--- src/hw/icache_macros.svh ---
`ifndef ICACHE_MACROS_SVH
`define ICACHE_MACROS_SVH

//////////////////////////////////////////////////
// cache geometry
//////////////////////////////////////////////////

// bytes per cache line
`define ICACHE_LINE_BYTES 32
// whole cache, both ways
`define ICACHE_SIZE_BYTES 4096
// two-way set associative
`define ICACHE_WAYS 2

// derived counts
`define ICACHE_SETS (`ICACHE_SIZE_BYTES / `ICACHE_LINE_BYTES / `ICACHE_WAYS)
`define ICACHE_ENTRIES (`ICACHE_SETS * `ICACHE_WAYS)

//////////////////////////////////////////////////
// address fields: tag | index | offset
//////////////////////////////////////////////////

`define ICACHE_OFFT_LEN 5
`define ICACHE_INDEX_LEN 6
`define ICACHE_TAG_LEN 21

// line and beat widths
`define ICACHE_LINE_BITS (`ICACHE_LINE_BYTES * 8)
`define ICACHE_BEAT_BITS 64
`define ICACHE_BEATS (`ICACHE_LINE_BITS / `ICACHE_BEAT_BITS)

`endif
--- src/hw/icache_pkg.sv ---
`default_nettype none

`include "icache_macros.svh"

package icache_pkg;

    //////////////////////////////////////////////////
    // controller FSM
    //////////////////////////////////////////////////

    // idle -> hit | miss, miss -> reload -> allocate -> idle
    typedef enum logic [2:0] {
        ST_IDLE,
        ST_HIT,
        ST_MISS,
        ST_RELOAD,
        ST_ALLOCATE
    } icache_state_e;

    //////////////////////////////////////////////////
    // cpu fetch port
    //////////////////////////////////////////////////

    // fetch address, byte granular
    typedef struct packed {
        logic [31:0] addr;
    } cpu_req_t;

    // returned instruction word
    typedef struct packed {
        logic [31:0] inst;
    } cpu_resp_t;

    //////////////////////////////////////////////////
    // axi read channels
    //////////////////////////////////////////////////

    // ar payload, always line aligned
    typedef struct packed {
        logic [31:0] addr;
    } axi_ar_t;

    // r payload, one 8-byte beat
    typedef struct packed {
        logic [`ICACHE_BEAT_BITS-1:0] data;
        logic                         last;
    } axi_r_t;

    // data ram control, all strobes active low
    typedef struct packed {
        logic [`ICACHE_INDEX_LEN-1:0] index;
        logic [3:0]                   cen_n;
        logic [3:0]                   wen_n;
        logic [`ICACHE_LINE_BITS-1:0] wline;
    } sram_req_t;

endpackage

`default_nettype wire

--- src/hw/icache_ctrl.sv ---
`timescale 1ns/100ps
`default_nettype none

`include "icache_macros.svh"

module icache_ctrl
    import icache_pkg::*;
(
    input  wire logic                         I_clk,
    input  wire logic                         I_rst,
    // cpu fetch side
    input  wire logic                         cpu_req_valid,
    input  wire cpu_req_t                     cpu_req,
    output logic                              cpu_ready,
    output logic                              cpu_resp_valid,
    output cpu_resp_t                         cpu_resp,
    // axi ar channel
    output logic                              ar_valid,
    output axi_ar_t                           ar,
    input  wire logic                         ar_ready,
    // axi r channel, rready tied high
    input  wire logic                         r_valid,
    input  wire axi_r_t                       r,
    // data ram
    output sram_req_t                         sram,
    input  wire logic [`ICACHE_LINE_BITS-1:0] way0_line,
    input  wire logic [`ICACHE_LINE_BITS-1:0] way1_line
);

    localparam int OFFT_LEN  = `ICACHE_OFFT_LEN;
    localparam int INDEX_LEN = `ICACHE_INDEX_LEN;
    localparam int TAG_LEN   = `ICACHE_TAG_LEN;
    localparam int LINE_BITS = `ICACHE_LINE_BITS;
    // bits kept from the line reg on each beat shift
    localparam int KEEP_BITS = (`ICACHE_BEATS - 1) * `ICACHE_BEAT_BITS;

    //////////////////////////////////////////////////
    // address split
    //////////////////////////////////////////////////

    // incoming request fields
    logic [TAG_LEN-1:0]   req_tag;
    logic [INDEX_LEN-1:0] req_index;

    // latched request, used by miss path and response mux
    logic [31:0]          addr_q;
    logic [TAG_LEN-1:0]   tag_q;
    logic [INDEX_LEN-1:0] index_q;
    logic [OFFT_LEN-1:0]  offt_q;

    assign req_tag   = cpu_req.addr[31 -: TAG_LEN];
    assign req_index = cpu_req.addr[OFFT_LEN +: INDEX_LEN];

    assign tag_q   = addr_q[31 -: TAG_LEN];
    assign index_q = addr_q[OFFT_LEN +: INDEX_LEN];
    assign offt_q  = addr_q[OFFT_LEN-1:0];

    //////////////////////////////////////////////////
    // tag / valid store
    //////////////////////////////////////////////////

    // entry = {set, way}, way in the lsb
    logic [TAG_LEN-1:0]         tag_mem [0:`ICACHE_ENTRIES-1];
    logic [`ICACHE_ENTRIES-1:0] valid_q;

    logic [TAG_LEN-1:0] way0_tag;
    logic [TAG_LEN-1:0] way1_tag;
    logic               way0_valid;
    logic               way1_valid;

    // lookup of the set addressed by the live request
    assign way0_tag   = tag_mem[{req_index, 1'b0}];
    assign way1_tag   = tag_mem[{req_index, 1'b1}];
    assign way0_valid = valid_q[{req_index, 1'b0}];
    assign way1_valid = valid_q[{req_index, 1'b1}];

    //////////////////////////////////////////////////
    // hit / miss
    //////////////////////////////////////////////////

    icache_state_e state_q;
    icache_state_e state_d;

    logic req_fire;
    logic way0_hit;
    logic way1_hit;
    logic hit;
    logic miss;
    logic allocate;

    // only accepted requests look up
    assign req_fire = cpu_req_valid && cpu_ready;

    assign way0_hit = req_fire && way0_valid && (way0_tag == req_tag);
    assign way1_hit = req_fire && way1_valid && (way1_tag == req_tag);
    assign hit      = way0_hit || way1_hit;
    assign miss     = req_fire && !hit;
    assign allocate = (state_q == ST_ALLOCATE);

    //////////////////////////////////////////////////
    // replacement
    //////////////////////////////////////////////////

    logic                 fill_way1;
    logic [INDEX_LEN:0]   fill_entry;

    // way 1 only if way 0 taken and way 1 free
    assign fill_way1  = valid_q[{index_q, 1'b0}] && !valid_q[{index_q, 1'b1}];
    assign fill_entry = {index_q, fill_way1};

    // valid bits, cleared on reset
    always_ff @(posedge I_clk) begin
        if (I_rst) begin
            valid_q <= '0;
        end else if (allocate) begin
            valid_q[fill_entry] <= 1'b1;
        end
    end

    // tags follow the valid bits
    always_ff @(posedge I_clk) begin
        if (allocate) begin
            tag_mem[fill_entry] <= tag_q;
        end
    end

    //////////////////////////////////////////////////
    // request latch and line register
    //////////////////////////////////////////////////

    always_ff @(posedge I_clk) begin
        if (req_fire) begin
            addr_q <= cpu_req.addr;
        end
    end

    logic [LINE_BITS-1:0] line_q;

    // hit: grab the way line
    // reload: beats enter at the top, low beat first
    always_ff @(posedge I_clk) begin
        if (hit) begin
            line_q <= way0_hit ? way0_line : way1_line;
        end else if ((state_q == ST_RELOAD) && r_valid) begin
            line_q <= {r.data, line_q[LINE_BITS-1 -: KEEP_BITS]};
        end
    end

    //////////////////////////////////////////////////
    // FSM
    //////////////////////////////////////////////////

    always_ff @(posedge I_clk) begin
        if (I_rst) begin
            state_q <= ST_IDLE;
        end else begin
            state_q <= state_d;
        end
    end

    always_comb begin
        state_d = state_q;
        case (state_q)
            // idle and hit both take new requests
            ST_IDLE, ST_HIT: begin
                if (hit) begin
                    state_d = ST_HIT;
                end else if (miss) begin
                    state_d = ST_MISS;
                end else begin
                    state_d = ST_IDLE;
                end
            end
            // hold ar until accepted
            ST_MISS: begin
                if (ar_ready) begin
                    state_d = ST_RELOAD;
                end
            end
            // collect beats up to last
            ST_RELOAD: begin
                if (r_valid && r.last) begin
                    state_d = ST_ALLOCATE;
                end
            end
            // single cycle write + response
            ST_ALLOCATE: state_d = ST_IDLE;
            default:     state_d = ST_IDLE;
        endcase
    end

    //////////////////////////////////////////////////
    // sram control
    //////////////////////////////////////////////////

    // banks 1:0 are way 0, banks 3:2 are way 1
    always_comb begin
        sram.index = hit ? req_index : index_q;
        sram.cen_n = 4'b1111;
        sram.wen_n = 4'b1111;
        sram.wline = line_q;
        if (hit) begin
            // read the hitting way only
            sram.cen_n = way0_hit ? 4'b1100 : 4'b0011;
        end else if (allocate) begin
            // whole line write into the chosen way
            sram.cen_n = fill_way1 ? 4'b0011 : 4'b1100;
            sram.wen_n = 4'b0000;
        end
    end

    //////////////////////////////////////////////////
    // outputs
    //////////////////////////////////////////////////

    logic [OFFT_LEN-3:0] word_sel;

    assign word_sel = offt_q[OFFT_LEN-1:2];

    assign cpu_ready      = (state_q == ST_IDLE) || (state_q == ST_HIT);
    assign cpu_resp_valid = (state_q == ST_HIT) || allocate;
    // 32-bit word picked by latched offset
    assign cpu_resp.inst  = line_q[{word_sel, 5'd0} +: 32];

    assign ar_valid = (state_q == ST_MISS);
    assign ar.addr  = {addr_q[31:OFFT_LEN], {OFFT_LEN{1'b0}}};

endmodule

`default_nettype wire

--- config.mk ---
export PLATFORM = sky130hd
export DESIGN_NAME = icache_ctrl
export DESIGN_NICKNAME = d
export VERILOG_FILES = /design/src/hw/icache_pkg.sv /design/src/hw/icache_ctrl.sv
export VERILOG_INCLUDE_DIRS = /design/src /design/src/hw
export SDC_FILE = /design/constraint.sdc
export NUM_CORES = 2
export LEC_CHECK = 0
export ABC_AREA = 0
export BUFFER_PORTS_ARGS = -buffer_cell sky130_fd_sc_hd__buf_4
export CAP_MARGIN = 5
export CORE_MARGIN = 2
export CORE_UTILIZATION = 55
export DETAILED_ROUTE_END_ITERATION = 7
export GPL_ROUTABILITY_DRIVEN = 0
export PLACE_DENSITY = 0.73
export SYNTH_ARGS = -nofsm -noshare
export SYNTH_HDL_FRONTEND = slang
export SYNTH_SLANG_ARGS = --single-unit
--- constraint.sdc ---
create_clock -name I_clk -period 12.4 [get_ports I_clk]
set_input_delay 1.86 -clock I_clk [delete_from_list [all_inputs] [get_ports I_clk]]
set_output_delay 1.86 -clock I_clk [all_outputs]
set_load 0.01 [all_outputs]
### Yosys cells after proc, flatten, opt, wreduce, memory -nomap -nowiden

Memories as Yosys holds them, arrays and structs flattened.
Cells that the tools add are included.

* bitwise gates (word level): 1
* order comparisons: 6
* equality and inequality tests: 8
* reduce and logical (&&, ||, !) cells: 19
* shift operators: 1
* mux-type cells: 26

Operator list (number)
* two-way mux 256 bit: 3
* indexed part select 256 x 9 -> 32 bit: 1
* bitwise OR 128 bit: 1
* == test 21 bit: 2
* less-than comparator 7 x 8 -> 1 bit, second input constant: 5
* binary-select mux 1 bit (select 6 bit): 4
* two-way mux 4 bit: 4
* logical AND 1 bit: 10
* one-hot mux 3 bit (3 select lines): 1
* two-way mux 8 bit: 1
* demux 1 bit (select 7 bit): 1
* >= comparator 7 x 1 -> 1 bit, second input constant: 1
* two-way mux 1 bit: 7
* == test 3 x 2 -> 1 bit, second input constant: 2
* two-way mux 3 bit: 2
* two-way mux 6 bit: 1
* two-way mux 2 bit: 2
* inequality test 2 x 1 -> 1 bit, second input constant: 2
* == test 3 x 1 -> 1 bit, second input constant: 1
* == test 3 bit, second input constant: 1
* logical NOT 3 bit: 1
* logical OR 1 bit: 3
* logical NOT 1 bit: 2
* AND reduction 2 bit: 1
* 2 further kinds: 2

* logic and storage cells: 66
* memories: 1
* input port bits: 614
* bits in writable memories: 2688
* register bits after elaboration: 419

Memory list
* tag_mem: depth 128, bits a word 21, rd ports 2, clocked after memory_dff 0, write ports 1, line icache_ctrl.sv:63 `` logic [TAG_LEN-1:0] tag_mem [0:`ICACHE_ENTRIES-1]; ``

### Depth between registers and ports, before layout

* word-level depth: 11
* gate-level depth with buffers: 21
* mapped depth without buffers: 10

### Least setup slack after synthesis

No wires, ideal clock.

* kind: input to register
* start point: input cpu_req[5] (netlist bit)
* end point: register line_q[0], enable pin
* cell stages on the path: 16
* setup slack: 1414 ps
* arrival time: 9039 ps
* library setup time: 1947 ps
* required time: 10453 ps
* path buffers: 6
* cells stage by stage: buf_6 -> buf_6 -> buf_6 -> buf_4 -> buf_4 -> buf_4 -> mux4_2 -> a22oi_1 -> a21oi_1 -> nor2_1 -> nand3_1 -> o211ai_1 -> a211o_1 -> nor4_1 -> a21oi_1 -> nand2_1

* word-level cells in the longest chain between the ends: 6
* elaborated cells on any way between the ends: 13

RTL lines
* start: declaration: line icache_ctrl.sv:13 `input wire cpu_req_t cpu_req,`
* branches (longest 4 deep; another with memory (128 x 21 bit))
* logical OR 1 bit (*): line icache_ctrl.sv:96 `assign hit = way0_hit || way1_hit;`
* nonzero test 2 bit (no line) (*)
* end signal: assignment: line icache_ctrl.sv:143 `line_q <= way0_hit ? way0_line : way1_line;`
* end signal: assignment: line icache_ctrl.sv:145 `line_q <= {r.data, line_q[LINE_BITS-1 -: KEEP_BITS]};`
* end: declaration: line icache_ctrl.sv:137 `logic [LINE_BITS-1:0] line_q;`

Every way passes the cells marked *. The select of a mux whose other input is x is not followed.
A chain may end at the register's enable or synchronous reset.

==> run summary <==
status - finished with violations
failing checks - design-rule violations, max-capacitance violations, max-slew violations
input/output buffers - 943
Worst Reg-to-Reg Cells - 11
Post-Syn Area - 128000 µm²
clock skew - 0.0706 ns
crit start category - primary input
worst setup path class - in2out
reg2reg setup slack - 5.90 ns
gr usage total - 43.3%
Via density - 7.06
max-cap violations - 1
final hold violation count - 0
Post-Synthesis Cells - 6659
FP Rows - 177
Worst EP required - 10.54 ns
GRT Residual Overflow - 0
global-route wire length before repair - 671 mm
post-route minimum period - 10.07 ns
initial cell density of the core - 55.2%
Setup crit end - sram[262]
Clock Path Buffers - 4
Data arrival, critical path - 8.21 ns
Post-synth EDFFs - 2974
DRT iter0 DRCs - 14848
Post-synth top flop - edfxtp_1
setup_tns - 0 ns
Synth Warn # - 0
most frequent cells in the layout - edfxtp_1, buf_4, mux4_2
main area contributors after synthesis - edfxtp_1, mux4_2, mux2i_1
Die W - 486 µm
nature of the critical path endpoint - primary output
Fmax - 99.3 MHz
vias post-DR - 80497
CTS Buf Count - 330
pre-CTS WS - 2.70 ns
post_cts resized - 0
TritonCTS clock tree - yes
H-tree depth - 5
number of global-route vias before repair - 72595
Least-Margin Pin Slew - 1.61 ns
DRT Pass-1 Iters - 8
area leader, netlist - edfxtp_1
Final Setup Violations - 0
library cells used by synthesis - 87
post-DP HPWL - 344 mm
initial antenna violation count - 188
Power Dens Cells - 152 nW/µm²
synthesis-to-finish area growth - 17.2%
post-synth top area share - 69.8%
# IOs - 951
ys async rst share - 0%
WL/cell - 45.5 µm
worst reg2reg startpoint - addr_q[5]
Reg clk slew, reported paths - 0.06 ns
Critical Path Source - cpu_req[7]
Clock Sinks - 3105
Detailed Route WL - 518 mm
Final Max Tran Viols - 3
reg-to-reg critical path endpoint - tag_mem[68][7]
commonest non-fill, non-tap cell in the layout - edfxtp_1
fin worst setup slack - 2.33 ns
flop and latch count out of synthesis - 3105
register area share after synthesis - 71.8%
Slew HR - -8.55%
die height - 486 µm
Worst Hold Class - reg2reg
die area - 237000 µm²
post-route ant nets - 0
Hold Buf Count CTS - 0
RSZ-0062 raised after global routing - false
floorplan core area - 232000 µm²
layout cell share with drive strength beyond 1 - 36.0%
Leak Pwr - 0.0509 µW
largest net degree at the start of global routing - 167
VDD IR max - 0.136 mV
CP Max Fanout - 58
worst hold slack - 0.491 ns
DRC viols - 106
Avg Cell Area, Syn - 19.2 µm²
# Post-CTS Setup Buffers - 0
Final nets - 8413
clock insertion delay at the later pin of the skew report - 0.98 ns
fin crit share - 81.2%
CTS root buffer - clkbuf_16
## flip-flops by register name, indices dropped and copies added, names as in the netlist
name	count
line_q	256
addr_q	30
valid_q	128
state_q	3
tag_mem	2688
## metal layers
layer / part of all wire (%) / vias up / GRT usage (%) / wire (µm)
met3: 18 / 1595 / 23.0 / 91700
li1: - / 29897 / - / -
met2: 41 / 8002 / 57.6 / 213000
met5: 0.36 / - / 6.35 / 1880
met1: 33 / 40910 / 54.3 / 171000
met4: 7.8 / 93 / 28.6 / 40400
## synthesized netlist by cell type, drive strengths merged, types with 24 or more instances
library cell     n
mux4           589
nor2b           24
buf            307
mux2           584
mux2i          452
edfxtp        2974
nand3           89
o22ai           79
dfxtp          131
o21ai           29
clkbuf         124
nor2           414
nor3            28
nand2          127
a21oi           79
a22oi          224
## kinds of logic after synthesis
logic type                after synthesis  share of synthesized area, %
DFF                                  3105                          71.8
AOI/OAI and AO/OA                     617                          3.50
muxes                                1625                          19.3
other                                   1                       0.00293
xor gates and xnor gates               33                         0.226
and+or+nand+nor                       833                          3.00
buffers and inverters                 445                          2.16
## critical path, cell delays in order
cell and delay [ns]:
clkbuf_8 0.53, buf_4 0.49, nand2b_1 0.82, nor2_1 0.45, a22o_1 0.35, or4_1 0.49, a21oi_1 0.30, nand2_1 0.10
a211o_1 0.32, nor4_1 1.27, a21boi_0 0.55, a31oi_1 0.36, buf_4 0.17
## report_power, final
part	leakage [µW]	switching [µW]	total (µW)	internal (µW)
sequential	0.0278	38.7	11600	11500
clock	0.00496	4040	9500	5460
combinational	0.0181	1130	1680	552
## area by class of cell
class / instances / area (µm²)
Tap cell: 3043 / 3810
Inverter: 14 / 52.6
Antenna cell: 317 / 793
Sequential cell: 3105 / 91900
Fill cell: 15573 / 82000
Timing Repair Buffer: 1235 / 9490
Clock inverter: 152 / 1230
Clock buffer: 424 / 8910
Multi-Input combinational cell: 3113 / 33900
## worst min-delay path by stage
stage	startpoint	endpoint	depth (start not counted)
final	valid_q[85]	valid_q[85]	2
after detailed placement	valid_q[94]	valid_q[94]	2
after CTS	valid_q[94]	valid_q[94]	2
after global placement	valid_q[108]	valid_q[108]	2
after floorplan	valid_q[109]	valid_q[109]	2
after global routing	valid_q[24]	valid_q[24]	2
## metrics by stage
| step | total power [µW] | area (µm²) | utilization, % | cells |
|---|---|---|---|---|
| floorplan | 12600 | 128000 | - | 6663 |
| global placement | 13300 | 139000 | 59.9 | 10510 |
| detailed placement | 13400 | 139000 | 59.9 | 10510 |
| CTS | 22600 | 149000 | 64.3 | 11086 |
| global route | 23200 | 150000 | 64.6 | 11320 |
| finish | 22800 | 150000 | 64.7 | 11403 |
(Power assumes the default switching activity.)
